<file path="config.mk">
export PLATFORM = sky130hd
export DESIGN_NAME = de2_glue_top
export DESIGN_NICKNAME = d
export VERILOG_FILES = /design/src/hw/board_pkg.sv /design/src/hw/de2_glue_top.sv /design/src/hw/track_display.sv /design/src/hw/i2s_serializer.sv /design/src/hw/frame_fifo.sv /design/src/hw/audio_mixer.sv /design/src/hw/board_ctrl.sv
export SDC_FILE = /design/constraint.sdc
export NUM_CORES = 1
export LEC_CHECK = 0
export ABC_AREA = 1
export BUFFER_PORTS_ARGS = -buffer_cell sky130_fd_sc_hd__buf_2
export CORE_MARGIN = 2
export CORE_UTILIZATION = 65
export DETAILED_ROUTE_END_ITERATION = 8
export GPL_TIMING_DRIVEN = 1
export HOLD_SLACK_MARGIN = 0.1
export PLACE_DENSITY_LB_ADDON = 0.3
export SKIP_LAST_GASP = 1
export SLEW_MARGIN = 0
export SYNTH_ARGS = -nofsm -noshare
export SYNTH_HDL_FRONTEND = slang
export SYNTH_SLANG_ARGS = --single-unit
export TNS_END_PERCENT = 20
</file>
<file path="constraint.sdc">
create_clock -name clk_28 -period 5.9 [get_ports clk_28]
set_clock_uncertainty 0.1 [all_clocks]
set_input_delay 0.59 -clock clk_28 [delete_from_list [all_inputs] [get_ports clk_28]]
set_output_delay 0.59 -clock clk_28 [all_outputs]
set_load 0.005 [all_outputs]
</file>
<file path="src/hw/board_pkg.sv">
package board_pkg;

  //////////////////////////////////////////////////
  // Audio path
  //////////////////////////////////////////////////
  localparam int AUDIO_W    = 15;                      // Core sample width
  localparam int SLOT_W     = 16;                      // Codec slot, sample plus zero pad
  localparam int FRAME_BITS = 2 * SLOT_W;              // Left slot then right slot
  localparam int BIT_W      = $clog2(FRAME_BITS);      // Bit position in frame
  localparam int MIX_SHIFT  = 2;                       // Quarter of the other channel
  localparam int FIFO_DEPTH = 4;                       // Frames, also initial credits
  localparam int PTR_W      = $clog2(FIFO_DEPTH);      // Buffer pointer width
  localparam int CREDIT_W   = $clog2(FIFO_DEPTH + 1);  // Holds 0..FIFO_DEPTH
  localparam int BCLK_DIV   = 4;                       // clk_28 cycles per bit clock
  localparam int BCLK_W     = $clog2(BCLK_DIV);

  //////////////////////////////////////////////////
  // Board control and indicators
  //////////////////////////////////////////////////
  localparam int SYNC_STAGES    = 2;                       // Two-flop synchronizers
  localparam int TICK_DIV       = 4;                       // Quarter-rate tick
  localparam int TICK_W         = $clog2(TICK_DIV);
  localparam int TICK_INIT      = 2;                       // Counter value out of reset
  localparam int ACT_HOLD_TICKS = 16;                      // LED stretch in ticks
  localparam int ACT_W          = $clog2(ACT_HOLD_TICKS + 1);
  localparam int LED_W          = 4;                       // Floppy wr/rd, hd wr/rd
  localparam int TRACK_W        = 8;
  localparam int SEG_W          = 7;                       // Segments g..a
  localparam logic [SEG_W-1:0] SEG_BLANK = 7'h7f;          // All off, active low

  // Nibble to active-low segment pattern, bit 6 = g, bit 0 = a
  function automatic logic [SEG_W-1:0] seg_hex(input logic [3:0] nib);
    logic [SEG_W-1:0] seg;
    case (nib)
      4'h0:    seg = 7'h40;
      4'h1:    seg = 7'h79;
      4'h2:    seg = 7'h24;
      4'h3:    seg = 7'h30;
      4'h4:    seg = 7'h19;
      4'h5:    seg = 7'h12;
      4'h6:    seg = 7'h02;
      4'h7:    seg = 7'h78;
      4'h8:    seg = 7'h00;
      4'h9:    seg = 7'h10;
      4'ha:    seg = 7'h08;
      4'hb:    seg = 7'h03;               // Lower case b
      4'hc:    seg = 7'h46;
      4'hd:    seg = 7'h21;               // Lower case d
      4'he:    seg = 7'h06;
      default: seg = 7'h0e;               // F
    endcase
    return seg;
  endfunction

endpackage
</file>
<file path="src/hw/de2_glue_top.sv">
`timescale 1ns/1ps

module de2_glue_top
  import board_pkg::*;
(
  input  logic               clk_28,
  input  logic               pll_locked,      // Async, active low
  input  logic               key_reset,       // Active low
  input  logic               sw_exchan,
  input  logic               sw_mix,
  input  logic [AUDIO_W-1:0] left_sample,
  input  logic [AUDIO_W-1:0] right_sample,
  input  logic               sample_valid,
  input  logic [TRACK_W-1:0] track,
  input  logic               floppy_wr,
  input  logic               floppy_rd,
  input  logic               hd_wr,
  input  logic               hd_rd,
  output logic               aud_bclk,
  output logic               aud_lrck,
  output logic               aud_dacdat,
  output logic               sample_dropped,
  output logic [SEG_W-1:0]   hex0,
  output logic [SEG_W-1:0]   hex1,
  output logic [LED_W-1:0]   led_g
);

  logic               sys_rst_n;
  logic               tick_7;
  logic               cfg_exchan;
  logic               cfg_mix;
  logic               frame_push;             // Mixer to buffer
  logic [AUDIO_W-1:0] frame_left;
  logic [AUDIO_W-1:0] frame_right;
  logic               credit_return;          // Buffer to mixer
  logic               frame_avail;            // Buffer to serializer
  logic               frame_pop;
  logic [AUDIO_W-1:0] pop_left;
  logic [AUDIO_W-1:0] pop_right;

  //////////////////////////////////////////////////
  // Control
  //////////////////////////////////////////////////
  board_ctrl i_ctrl (
    .clk_28     (clk_28),
    .pll_locked (pll_locked),
    .key_reset  (key_reset),
    .sw_exchan  (sw_exchan),
    .sw_mix     (sw_mix),
    .sys_rst_n  (sys_rst_n),
    .tick_7     (tick_7),
    .cfg_exchan (cfg_exchan),
    .cfg_mix    (cfg_mix)
  );

  //////////////////////////////////////////////////
  // Audio path
  //////////////////////////////////////////////////
  audio_mixer i_mixer (
    .clk_28         (clk_28),
    .sys_rst_n      (sys_rst_n),
    .cfg_exchan     (cfg_exchan),
    .cfg_mix        (cfg_mix),
    .left_sample    (left_sample),
    .right_sample   (right_sample),
    .sample_valid   (sample_valid),
    .credit_return  (credit_return),
    .frame_push     (frame_push),
    .frame_left     (frame_left),
    .frame_right    (frame_right),
    .sample_dropped (sample_dropped)
  );

  frame_fifo i_fifo (
    .clk_28        (clk_28),
    .sys_rst_n     (sys_rst_n),
    .frame_push    (frame_push),
    .frame_left    (frame_left),
    .frame_right   (frame_right),
    .frame_pop     (frame_pop),
    .frame_avail   (frame_avail),
    .pop_left      (pop_left),
    .pop_right     (pop_right),
    .credit_return (credit_return)
  );

  i2s_serializer i_ser (
    .clk_28      (clk_28),
    .sys_rst_n   (sys_rst_n),
    .frame_avail (frame_avail),
    .pop_left    (pop_left),
    .pop_right   (pop_right),
    .frame_pop   (frame_pop),
    .aud_bclk    (aud_bclk),
    .aud_lrck    (aud_lrck),
    .aud_dacdat  (aud_dacdat)
  );

  // Indicators
  track_display i_disp (
    .clk_28    (clk_28),
    .sys_rst_n (sys_rst_n),
    .tick_7    (tick_7),
    .track     (track),
    .floppy_wr (floppy_wr),
    .floppy_rd (floppy_rd),
    .hd_wr     (hd_wr),
    .hd_rd     (hd_rd),
    .hex0      (hex0),
    .hex1      (hex1),
    .led_g     (led_g)
  );

endmodule

</file>
<file path="src/hw/track_display.sv">
`timescale 1ns/1ps

module track_display
  import board_pkg::*;
(
  input  logic               clk_28,
  input  logic               sys_rst_n,
  input  logic               tick_7,          // Hold counter pace
  input  logic [TRACK_W-1:0] track,           // Floppy track number
  input  logic               floppy_wr,
  input  logic               floppy_rd,
  input  logic               hd_wr,
  input  logic               hd_rd,
  output logic [SEG_W-1:0]   hex0,            // Low nibble
  output logic [SEG_W-1:0]   hex1,            // High nibble
  output logic [LED_W-1:0]   led_g
);

  logic [TRACK_W-1:0] track_q;
  logic [LED_W-1:0]   act;                    // Activity pulses
  logic [ACT_W-1:0]   hold_cnt [LED_W];       // Remaining lit ticks
  logic [LED_W-1:0]   lit;

  //////////////////////////////////////////////////
  // Track digits
  //////////////////////////////////////////////////
  always_ff @(posedge clk_28) begin
    track_q <= track;                          // Sample the core's value
  end

  always_ff @(posedge clk_28 or negedge sys_rst_n) begin
    if (!sys_rst_n) begin
      hex0 <= SEG_BLANK;                       // Dark until first sample
      hex1 <= SEG_BLANK;
    end else begin
      hex0 <= seg_hex(track_q[3:0]);
      hex1 <= seg_hex(track_q[7:4]);
    end
  end

  //////////////////////////////////////////////////
  // Activity stretch
  //////////////////////////////////////////////////
  assign act = {hd_rd, hd_wr, floppy_rd, floppy_wr};  // Bit 0 is floppy_wr

  always_ff @(posedge clk_28 or negedge sys_rst_n) begin
    if (!sys_rst_n) begin
      for (int i = 0; i < LED_W; i++) begin
        hold_cnt[i] <= '0;
      end
      led_g <= '0;
    end else begin
      for (int i = 0; i < LED_W; i++) begin
        if (act[i]) begin
          hold_cnt[i] <= ACT_W'(ACT_HOLD_TICKS);  // Retrigger
        end else if (tick_7 && (hold_cnt[i] != '0)) begin
          hold_cnt[i] <= hold_cnt[i] - 1'b1;      // Count down on tick
        end
      end
      led_g <= lit;
    end
  end

  always_comb begin
    for (int i = 0; i < LED_W; i++) begin
      lit[i] = (hold_cnt[i] != '0);            // Lit while holding
    end
  end

endmodule

</file>
<file path="src/hw/i2s_serializer.sv">
`timescale 1ns/1ps

module i2s_serializer
  import board_pkg::*;
(
  input  logic               clk_28,
  input  logic               sys_rst_n,
  input  logic               frame_avail,
  input  logic [AUDIO_W-1:0] pop_left,
  input  logic [AUDIO_W-1:0] pop_right,
  output logic               frame_pop,       // Take head frame
  output logic               aud_bclk,
  output logic               aud_lrck,        // Low left, high right
  output logic               aud_dacdat
);

  logic [BCLK_W-1:0]     bclk_cnt;            // Phase in bit-clock period
  logic [BIT_W-1:0]      bit_cnt;             // Bit position in frame
  logic [BIT_W-1:0]      bit_next;
  logic [FRAME_BITS-1:0] shift_reg;
  logic [FRAME_BITS-1:0] load_word;           // Next frame, padded
  logic                  bclk_fall;           // bclk drops at this edge
  logic                  bclk_rise;
  logic                  last_bit;
  logic                  boundary;            // Frame starts at this edge

  assign bclk_fall = (bclk_cnt == BCLK_W'(BCLK_DIV - 1));
  assign bclk_rise = (bclk_cnt == BCLK_W'(BCLK_DIV / 2 - 1));
  assign last_bit  = (bit_cnt == BIT_W'(FRAME_BITS - 1));
  assign boundary  = bclk_fall & last_bit;
  assign bit_next  = last_bit ? '0 : bit_cnt + 1'b1;

  assign frame_pop = boundary & frame_avail;  // Data read at same edge

  // Sample MSB first, zero pad behind it; silence when buffer is empty
  always_comb begin
    if (frame_avail) begin
      load_word = {pop_left,  {(SLOT_W - AUDIO_W){1'b0}},
                   pop_right, {(SLOT_W - AUDIO_W){1'b0}}};
    end else begin
      load_word = '0;
    end
  end

  //////////////////////////////////////////////////
  // Bit clock and frame counter
  //////////////////////////////////////////////////
  always_ff @(posedge clk_28 or negedge sys_rst_n) begin
    if (!sys_rst_n) begin
      bclk_cnt   <= '0;
      bit_cnt    <= BIT_W'(FRAME_BITS - 1);  // First fall opens a frame
      aud_bclk   <= 1'b0;
      aud_lrck   <= 1'b0;
      aud_dacdat <= 1'b0;
    end else begin
      bclk_cnt <= bclk_fall ? '0 : bclk_cnt + 1'b1;
      if (bclk_rise) begin
        aud_bclk <= 1'b1;                    // Second half high
      end else if (bclk_fall) begin
        aud_bclk   <= 1'b0;
        bit_cnt    <= bit_next;
        aud_lrck   <= (bit_next >= BIT_W'(SLOT_W));      // Right slot
        aud_dacdat <= boundary ? load_word[FRAME_BITS-1] : shift_reg[FRAME_BITS-1];
      end
    end
  end

  //////////////////////////////////////////////////
  // Shift register
  //////////////////////////////////////////////////
  always_ff @(posedge clk_28) begin
    if (boundary) begin
      shift_reg <= {load_word[FRAME_BITS-2:0], 1'b0};   // MSB already on line
    end else if (bclk_fall) begin
      shift_reg <= {shift_reg[FRAME_BITS-2:0], 1'b0};
    end
  end

endmodule

</file>
<file path="src/hw/frame_fifo.sv">
`timescale 1ns/1ps

module frame_fifo
  import board_pkg::*;
(
  input  logic               clk_28,
  input  logic               sys_rst_n,
  input  logic               frame_push,      // Only with a credit
  input  logic [AUDIO_W-1:0] frame_left,
  input  logic [AUDIO_W-1:0] frame_right,
  input  logic               frame_pop,       // Only while frame_avail
  output logic               frame_avail,
  output logic [AUDIO_W-1:0] pop_left,        // Valid with frame_pop
  output logic [AUDIO_W-1:0] pop_right,
  output logic               credit_return    // One pulse per pop
);

  logic [AUDIO_W-1:0]  mem_left  [FIFO_DEPTH];
  logic [AUDIO_W-1:0]  mem_right [FIFO_DEPTH];
  logic [PTR_W-1:0]    wr_ptr;
  logic [PTR_W-1:0]    rd_ptr;
  logic [CREDIT_W-1:0] count;                 // Occupancy

  // Frame storage
  always_ff @(posedge clk_28) begin
    if (frame_push) begin
      mem_left[wr_ptr]  <= frame_left;
      mem_right[wr_ptr] <= frame_right;
    end
  end

  //////////////////////////////////////////////////
  // Pointers and occupancy
  //////////////////////////////////////////////////
  always_ff @(posedge clk_28 or negedge sys_rst_n) begin
    if (!sys_rst_n) begin
      wr_ptr        <= '0;
      rd_ptr        <= '0;
      count         <= '0;
      credit_return <= 1'b0;
    end else begin
      if (frame_push) begin
        wr_ptr <= (wr_ptr == PTR_W'(FIFO_DEPTH - 1)) ? '0 : wr_ptr + 1'b1;
      end
      if (frame_pop) begin
        rd_ptr <= (rd_ptr == PTR_W'(FIFO_DEPTH - 1)) ? '0 : rd_ptr + 1'b1;
      end
      if (frame_push && !frame_pop) begin
        count <= count + 1'b1;
      end else if (frame_pop && !frame_push) begin
        count <= count - 1'b1;
      end
      credit_return <= frame_pop;             // Slot freed, tell the mixer
    end
  end

  assign frame_avail = (count != '0);
  assign pop_left    = mem_left[rd_ptr];      // Head of buffer
  assign pop_right   = mem_right[rd_ptr];

endmodule

</file>
<file path="src/hw/audio_mixer.sv">
`timescale 1ns/1ps

module audio_mixer
  import board_pkg::*;
(
  input  logic               clk_28,
  input  logic               sys_rst_n,
  input  logic               cfg_exchan,      // Swap channels
  input  logic               cfg_mix,         // Centered mix
  input  logic [AUDIO_W-1:0] left_sample,     // Signed
  input  logic [AUDIO_W-1:0] right_sample,    // Signed
  input  logic               sample_valid,    // One-cycle strobe
  input  logic               credit_return,   // One credit back from buffer
  output logic               frame_push,
  output logic [AUDIO_W-1:0] frame_left,
  output logic [AUDIO_W-1:0] frame_right,
  output logic               sample_dropped   // Sample found no credit
);

  logic signed [AUDIO_W-1:0] own_l;           // After optional swap
  logic signed [AUDIO_W-1:0] own_r;
  logic signed [AUDIO_W-1:0] mix_l;           // Quarter-mixed
  logic signed [AUDIO_W-1:0] mix_r;
  logic [CREDIT_W-1:0]       credit_cnt;      // Free buffer slots
  logic                      has_credit;
  logic                      take;            // Sample accepted this cycle

  //////////////////////////////////////////////////
  // Swap and mix
  //////////////////////////////////////////////////
  always_comb begin
    if (cfg_exchan) begin
      own_l = $signed(right_sample);
      own_r = $signed(left_sample);
    end else begin
      own_l = $signed(left_sample);
      own_r = $signed(right_sample);
    end
  end

  // Three quarters own plus one quarter other, stays in range
  assign mix_l = own_l - (own_l >>> MIX_SHIFT) + (own_r >>> MIX_SHIFT);
  assign mix_r = own_r - (own_r >>> MIX_SHIFT) + (own_l >>> MIX_SHIFT);

  //////////////////////////////////////////////////
  // Credit counter
  //////////////////////////////////////////////////
  assign has_credit = (credit_cnt != '0);
  assign take       = sample_valid & has_credit;

  always_ff @(posedge clk_28 or negedge sys_rst_n) begin
    if (!sys_rst_n) begin
      credit_cnt     <= CREDIT_W'(FIFO_DEPTH);  // Buffer starts empty
      frame_push     <= 1'b0;
      sample_dropped <= 1'b0;
    end else begin
      if (take && !credit_return) begin
        credit_cnt <= credit_cnt - 1'b1;        // Spend one
      end else if (!take && credit_return) begin
        credit_cnt <= credit_cnt + 1'b1;        // Got one back
      end
      frame_push     <= take;
      sample_dropped <= sample_valid & ~has_credit;
    end
  end

  // Frame payload
  always_ff @(posedge clk_28) begin
    if (take) begin
      frame_left  <= cfg_mix ? mix_l : own_l;
      frame_right <= cfg_mix ? mix_r : own_r;
    end
  end

endmodule

</file>
<file path="src/hw/board_ctrl.sv">
`timescale 1ns/1ps

module board_ctrl
  import board_pkg::*;
(
  input  logic clk_28,
  input  logic pll_locked,                // Async, active low
  input  logic key_reset,                 // Reset key, active low
  input  logic sw_exchan,                 // Raw switch
  input  logic sw_mix,                    // Raw switch
  output logic sys_rst_n,                 // Internal reset, sync release
  output logic tick_7,                    // One pulse every TICK_DIV cycles
  output logic cfg_exchan,
  output logic cfg_mix
);

  logic                         rst_arst_n;   // PLL lock and key combined
  logic [SYNC_STAGES-1:0]       rst_sync;     // Reset release chain
  logic [SYNC_STAGES-1:0][1:0]  sw_sync;      // Switch chain, {mix, exchan}
  logic [TICK_W-1:0]            tick_cnt;
  logic                         tick_wrap;

  //////////////////////////////////////////////////
  // Reset release
  //////////////////////////////////////////////////
  assign rst_arst_n = pll_locked & key_reset;  // Either one holds reset

  // Assert at once, release after SYNC_STAGES edges
  always_ff @(posedge clk_28 or negedge rst_arst_n) begin
    if (!rst_arst_n) begin
      rst_sync <= '0;
    end else begin
      rst_sync <= {rst_sync[SYNC_STAGES-2:0], 1'b1};  // Shift ones in
    end
  end

  assign sys_rst_n = rst_sync[SYNC_STAGES-1];  // Last stage

  //////////////////////////////////////////////////
  // Switch synchronizers
  //////////////////////////////////////////////////
  always_ff @(posedge clk_28 or negedge pll_locked) begin
    if (!pll_locked) begin
      sw_sync <= '0;
    end else begin
      sw_sync <= {sw_sync[SYNC_STAGES-2:0], {sw_mix, sw_exchan}};
    end
  end

  // Configuration decode
  assign cfg_exchan = sw_sync[SYNC_STAGES-1][0];  // Swap left and right
  assign cfg_mix    = sw_sync[SYNC_STAGES-1][1];  // Centered mix

  //////////////////////////////////////////////////
  // Quarter-rate tick
  //////////////////////////////////////////////////
  assign tick_wrap = (tick_cnt == TICK_W'(TICK_DIV - 1));

  always_ff @(posedge clk_28 or negedge sys_rst_n) begin
    if (!sys_rst_n) begin
      tick_cnt <= TICK_W'(TICK_INIT);     // Same phase as old 7 MHz divider
      tick_7   <= 1'b0;
    end else begin
      tick_cnt <= tick_wrap ? '0 : tick_cnt + 1'b1;
      tick_7   <= tick_wrap;               // Registered pulse
    end
  end

endmodule

</file>
* Word-level counts from Yosys, hierarchy flattened
Memories as Yosys holds them, arrays and structs flattened. A register that Yosys moved wholly into a read port is not among the register bits.
Cells that the tools add are included.
** Operators by class
- Magnitude comparators :: 1
- Mux-type cells :: 29
- Equality and inequality tests :: 6
- Bitwise gates (word level) :: 7
- Add/subtract/negate cells :: 17
- Reduce and logical (&&, ||, !) cells :: 29
** Operators by type and width (number)
- 2-to-1 mux 32 bit :: 3
- 2-to-1 mux 15 bit :: 4
- 2-to-1 mux 5 bit :: 9
- adder 15 x 13 -> 15 bit :: 2
- subtractor 15 x 13 -> 15 bit :: 2
- nonzero test 5 bit :: 4
- subtractor 5 x 1 -> 5 bit, second input constant :: 4
- nonzero test 2 bit :: 8
- 2-to-1 mux 3 bit :: 4
- adder 2 x 1 -> 2 bit, second input constant :: 4
- equality test 2 bit, second input constant :: 4
- logical AND 1 bit :: 8
- 2-to-1 mux 2 bit :: 4
- adder 3 x 1 -> 3 bit, second input constant :: 2
- logical NOT 1 bit :: 6
- nonzero test 3 bit :: 2
- subtractor 3 x 1 -> 3 bit, second input constant :: 2
- adder 5 x 1 -> 5 bit, second input constant :: 1
- bitwise AND 1 bit :: 5
- equality test 5 bit, second input constant :: 1
- greater-or-equal comparator 5 bit, second input constant :: 1
- 2-to-1 mux 1 bit :: 5
- equality test 2 x 1 -> 1 bit, second input constant :: 1
- inverter 1 bit :: 2
- AND reduction 2 bit :: 1
** Storage, ports and cells
- Memory bits (writable) :: 120
- Input bits :: 48
- Register bits after elaboration :: 125
- Bits in read-only memories :: 224
- Output and inout bits :: 22
- Memories kept :: 4
- Word-level logic and storage cells :: 119
** Memories
- (name not given) :: depth 16, width 7, read ports 1, clocked after Yosys merged registers in 1, write ports 0, line board_pkg.sv:34 : case (nib)
- (name not given) :: depth 16, width 7, read ports 1, clocked after Yosys merged registers in 1, write ports 0, line board_pkg.sv:34
- i_fifo.mem_left :: depth 4, width 15, read ports 1, clocked after Yosys merged registers in 0, write ports 1, line frame_fifo.sv:18 : logic [AUDIO_W-1:0] mem_left [FIFO_DEPTH];
- i_fifo.mem_right :: depth 4, width 15, read ports 1, clocked after Yosys merged registers in 0, write ports 1, line frame_fifo.sv:19 : logic [AUDIO_W-1:0] mem_right [FIFO_DEPTH];

* Longest topological paths before layout
- Depth after elaboration :: 6
- Mapped depth :: 18
- Gate-level depth less buffers :: 17

* Modules after synthesis
A second synthesis with hierarchy kept.
** Unflattened totals
- Cells, all modules :: 1520
- Area total of the unflattened synthesis :: 14138.6 um2
** Modules (own cells, without submodules)
- frame_fifo :: seq. area each 3803.6 um2, cells each 403, area an instance 5246.3 um2, instances 1
- audio_mixer :: seq. area each 1027.2 um2, cells each 667, area an instance 4534.3 um2, instances 1
- track_display :: seq. area each 1128.6 um2, cells each 262, area an instance 2341.0 um2, instances 1
- i2s_serializer :: seq. area each 1157.4 um2, cells each 174, area an instance 1762.9 um2, instances 1
- board_ctrl :: seq. area each 226.5 um2, cells each 14, area an instance 254.0 um2, instances 1

* Worst setup path before layout
OpenSTA, ideal clock, no wires.
- Path kind :: input -> register
- Start :: in sample_valid
- End :: reg i_mixer.credit_cnt[2]
- Library setup time :: 88 ps
- Cell stages on the path :: 8
- Path buffers :: 0
- Data required time :: 5712 ps
- Arrival time :: 3502 ps
- Path slack :: 2210 ps
- Path through :: inv_1 a31oi_1 ha_1 inv_1 fa_1 a21oi_1 o21ai_0 xor2_1
** On the way
- Word-level cells in the longest chain between the ends :: 4
- Elaborated cells between the ends (all ways) :: 6
- Those cells by class :: mux: 1; bitwise: 1; reduce/logical: 4
** Ends and longest elaborated chain
- from (decl) :: line de2_glue_top.sv:13 : input logic sample_valid,
- bitwise AND 1 bit (*) :: line audio_mixer.sv:49 : assign take = sample_valid & has_credit;
- named net i_mixer.take :: line audio_mixer.sv:26 : logic take;
- logical NOT 1 bit :: line audio_mixer.sv:59 : end else if (!take && credit_return) begin
- logical AND 1 bit :: line audio_mixer.sv:59
- nonzero test 2 bit (no line)
- to (signal assigned) :: line audio_mixer.sv:53 : credit_cnt <= CREDIT_W'(FIFO_DEPTH);
- to (signal assigned) :: line audio_mixer.sv:58 : credit_cnt <= credit_cnt - 1'b1;
- to (signal assigned) :: line audio_mixer.sv:60 : credit_cnt <= credit_cnt + 1'b1;
- to (decl) :: line audio_mixer.sv:24 : logic [CREDIT_W-1:0] credit_cnt;
The timed path passes the listed nets; every way through them passes the cells marked *.
A chain may end at the register's enable or synchronous reset.

* Worst setup path in the final report
- Start :: reg i_ctrl.sw_sync, in the netlist i_ctrl.cfg_exchan
- End :: reg i_mixer.frame_right[6] (data pin)
** On the way
- Word-level cells in the longest chain between the ends :: 4
- Elaborated cells between the ends (all ways) :: 5
- Those cells by class :: add/sub: 2; mux: 3
** Ends and longest elaborated chain
- from (decl) :: line board_ctrl.sv:19 : logic [SYNC_STAGES-1:0][1:0] sw_sync;
- from (signal assigned) :: line board_ctrl.sv:46 : sw_sync <= {sw_sync[SYNC_STAGES-2:0], {sw_mix, sw_exchan}};
- 2-to-1 mux 15 bit :: line audio_mixer.sv:32 : if (cfg_exchan) begin
- subtractor 15 x 13 -> 15 bit :: line audio_mixer.sv:43 : assign mix_r = own_r - (own_r >>> MIX_SHIFT) + (own_l >>> MIX_SHIFT);
- adder 15 x 13 -> 15 bit :: line audio_mixer.sv:43
- 2-to-1 mux 15 bit (*) :: line audio_mixer.sv:71 : frame_right <= cfg_mix ? mix_r : own_r;
- to (signal assigned) :: line audio_mixer.sv:71
- to (decl) :: line audio_mixer.sv:16 : output logic [AUDIO_W-1:0] frame_right,
Every way passes the cells marked *; elsewhere a longest branch is shown, timed or not.

==> flow_summary.toml <==
[floorplan]
core_area_um2 = 20230
fp.dieH_um = 147.7
initial_utilization = 0.6631
die-area_um2 = 21810
die_w_um = 147.7
pin_count = 70
rows = 52

[timing]
slew_headroom = 0.2472
hold_slack_ns = 0.1645
setup_violations = 0
worst_pin_slew_ns = 1.129
final.min_clock_period_ns = 3.705
max_freq_mhz = 269.9
fin_ws_ns = 2.195
rsz0062_at_grt = "false"
hold_viol_final = 0
fin_crit_sh = 0.6280
drv_slew = 0
tns_ns = 0

[power_and_ir_drop]
seq_power_share = 0.475
peakVddDrop_mv = 0.2572
p_sw_uw = 1582
combPwrFrac = 0.227
powerDensity_nw_per_um2 = 351.8
intPower_uw = 3659
leakage_uw = 0.006799
switching_share = 0.3019
clkPwrFrac = 0.298

[clocking]
htree_levels = 1
cts_buffers = 26
cts_tree = "yes"
hold_buffers = 12
root_buffer = "clkbuf_16"
path_clk_slew_ns = 0.06
clockBufferDepth = 3
clkLatencyLatePin_ns = 0.53
ctsResizeCount = 0
cts_setup_buffers = 0
clock-sinks = 258

[critical_path]
arrival_ns = 3.81
worstPathRequired_ns = 6.00
end_kind = "flop"
crit_fanout = 56
critical-path-max-stage-delay_ns = 0.56
path_class = "reg2reg"
critPathLaunchType = "flop"
cp_slowest_cell = "buf_4"
crit_chain = "buf_4 > nand2_1 > o21ai_2 > inv_1 > fa_1 > inv_1 > ha_1 > nand2_1 > inv_1 > nand2_1 > nand3_1 > or2_2 > nand3_1 > o21ai_0"

[routing]
routed_wl_mm = 26.63
dr_wl_met3_mm = 1.747
drt-initial-drc-count = 686
wl_met2_mm = 13.05
drtAntennaViolNets = 0
first_pass_iters = 5
vias = 9485
dr.max_layer_used = "met4"
m1WireLength_mm = 11.07
avgRoutedWirePerCell_um = 15.46
drc = 0
viasPerCell = 5.505

[synthesis]
syn_inst = 1352
synth_seq_area_share = 0.5473
syn_nets = 1492
synth_edf_count = 180
synthArstFlopShare = 0.2713
netlist_area_um2 = 13420
syn_area_per_cell_um2 = 9.924
ys_warn_count = 0
synth-seq-cells = 258
synth_ff_type = "edfxtp_1"
yosysUniqueCellTypes = 47

[placed_design]
dpl-instance-area_um2 = 13970
portBuffers = 69
dp_cells = 1663
place_congestion = 0.8906
dp_hpwl_mm = 17.52
place_ws_ns = 2.240

[global_route]
antenna_found_initial = 0
grt_first_pass_wirelength_mm = 44.82
overflow = 0
grtUsageTotal = 0.2550
grt_max_degree = 65
grt_pass1_vias = 9627

[layout]
n_antenna_cell = 0
fill_cells = 1345
stdcell_count = 1723
final_common_cell = "nand2_1"
layout_common_cells = "nand2_1, inv_1, edfxtp_1, nor2_1, o21ai_0"
syn_to_final_growth_pct = 11.05
stdcell_area_um2 = 14900
drive_gt1_frac = 0.1370
finalNetCount = 1573

[run_status]
status = "finished clean"

[hold_path]
hold_class = "in2reg"

[flow_run]
cap_violations = 0
[area by class of cell]
type / instances / area [um^2] / area share
tap: 270 / 337.8 / 0.02267
clock inverter: 11 / 97.59 / 0.006550
timing repair buffer: 91 / 540.5 / 0.03628
clock buffer: 37 / 714.4 / 0.04795
sequential: 258 / 7346 / 0.4930
inverter: 239 / 897.1 / 0.06021
multi-input combinational: 817 / 4966 / 0.3333
[critical path: cells and delay by family, from the launching register on]
| family | cells | cell delay [ns] |
|---|---|---|
| flops | 1 | 0.42 |
| fa+ha+maj | 2 | 0.84 |
| buf+inv | 4 | 0.76 |
| simple gates | 6 | 0.91 |
| compound gates | 2 | 0.31 |
[per-layer routing]
layer  vias to the layer above  GRT usage
li1                       4628          -
met1                      4452     0.3341
met2                       340     0.4316
met3                        65    0.03611
met4                         0     0.1067
met5                         -          0
[worst paths after layout]
path	from	endpoint	slack, ns	cells after the start
max	i_ctrl.cfg_exchan$_DFF_PN0_	i_mixer.frame_right[6]$_DFFE_PP_	2.19	14
min	hd_rd	i_disp.hold_cnt[3]$_DFFE_PN0P_	0.16	2
max reg2reg	i_ctrl.cfg_exchan$_DFF_PN0_	i_mixer.frame_right[6]$_DFFE_PP_	2.19	14
min reg2reg	i_ctrl.sw_sync[1]$_DFF_PN0_	i_ctrl.cfg_mix$_DFF_PN0_	0.25	0
max in group asynchronous	i_ctrl.rst_sync[1]$_DFF_PN0_	i_ser.aud_dacdat$_DFFE_PN0P_	4.83	1
min in group asynchronous	pll_locked	i_ctrl.sw_sync[0]$_DFF_PN0_	0.31	2
[power by group through the flow]
stage	Sequential, uW	Clock (uW)	Combinational, uW
2_1_floorplan	2480	0	872
3_3_place_gp	2500	0	1140
3_5_place_dp	2520	0	1180
4_1_cts	2490	1580	1190
5_1_grt	2520	1650	1370
6_report	2490	1560	1190
[synthesized netlist by cell type (2+ instances only)]
cell / count / share of area
ha_1: 63 / 0.059
nand3_1: 58 / 0.022
o21ai_1: 13 / 0.0048
o211ai_1: 2 / 0.0011
or2_2: 2 / 0.00093
nand2_1: 258 / 0.072
fa_1: 29 / 0.043
buf_4: 3 / 0.0017
a32oi_1: 2 / 0.0013
xnor2_1: 12 / 0.0078
clkbuf_1: 16 / 0.0045
clkinv_1: 2 / 0.00056
o21ai_0: 91 / 0.034
dfxtp_1: 8 / 0.012
nor3b_1: 3 / 0.0017
nand3b_1: 8 / 0.0045
buf_8: 2 / 0.0022
mux2i_1: 2 / 0.0015
and3_1: 3 / 0.0014
nor3_1: 10 / 0.0037
o21a_1: 2 / 0.0011
edfxtp_1: 180 / 0.40
buf_6: 2 / 0.0017
dfstp_2: 21 / 0.041
a22o_1: 28 / 0.018
dfrtp_1: 49 / 0.091
nor2_1: 108 / 0.030
o21ai_2: 27 / 0.018
o22ai_1: 32 / 0.015
a21oi_1: 39 / 0.015
inv_2: 17 / 0.0048
nand4_1: 5 / 0.0023
inv_1: 220 / 0.062
buf_2: 14 / 0.0052
nand2_2: 5 / 0.0023
o31ai_1: 3 / 0.0017
xor2_1: 3 / 0.0020
[through the flow]
step	power (uW)	utilization
finish	5242	0.7363
global route	5536	0.7363
CTS	5259	0.7363
detailed placement	3696	0.6903
global placement	3646	0.6903
floorplan	3348	-
[kinds of logic (layout without fill, tap and decap cells)]
kind of cell | count (synthesis) | count (layout) | share of synthesized area
compound gates | 243 | 243 | 0.1119
xor+xnor | 15 | 15 | 0.009792
fa+ha+maj | 92 | 92 | 0.1020
buf+inv | 277 | 378 | 0.08365
flops | 258 | 258 | 0.5473
mux | 3 | 3 | 0.002331
other cells | 1 | 1 | 0.0002795
simple gates | 463 | 463 | 0.1427
(Power assumes the default switching activity.)
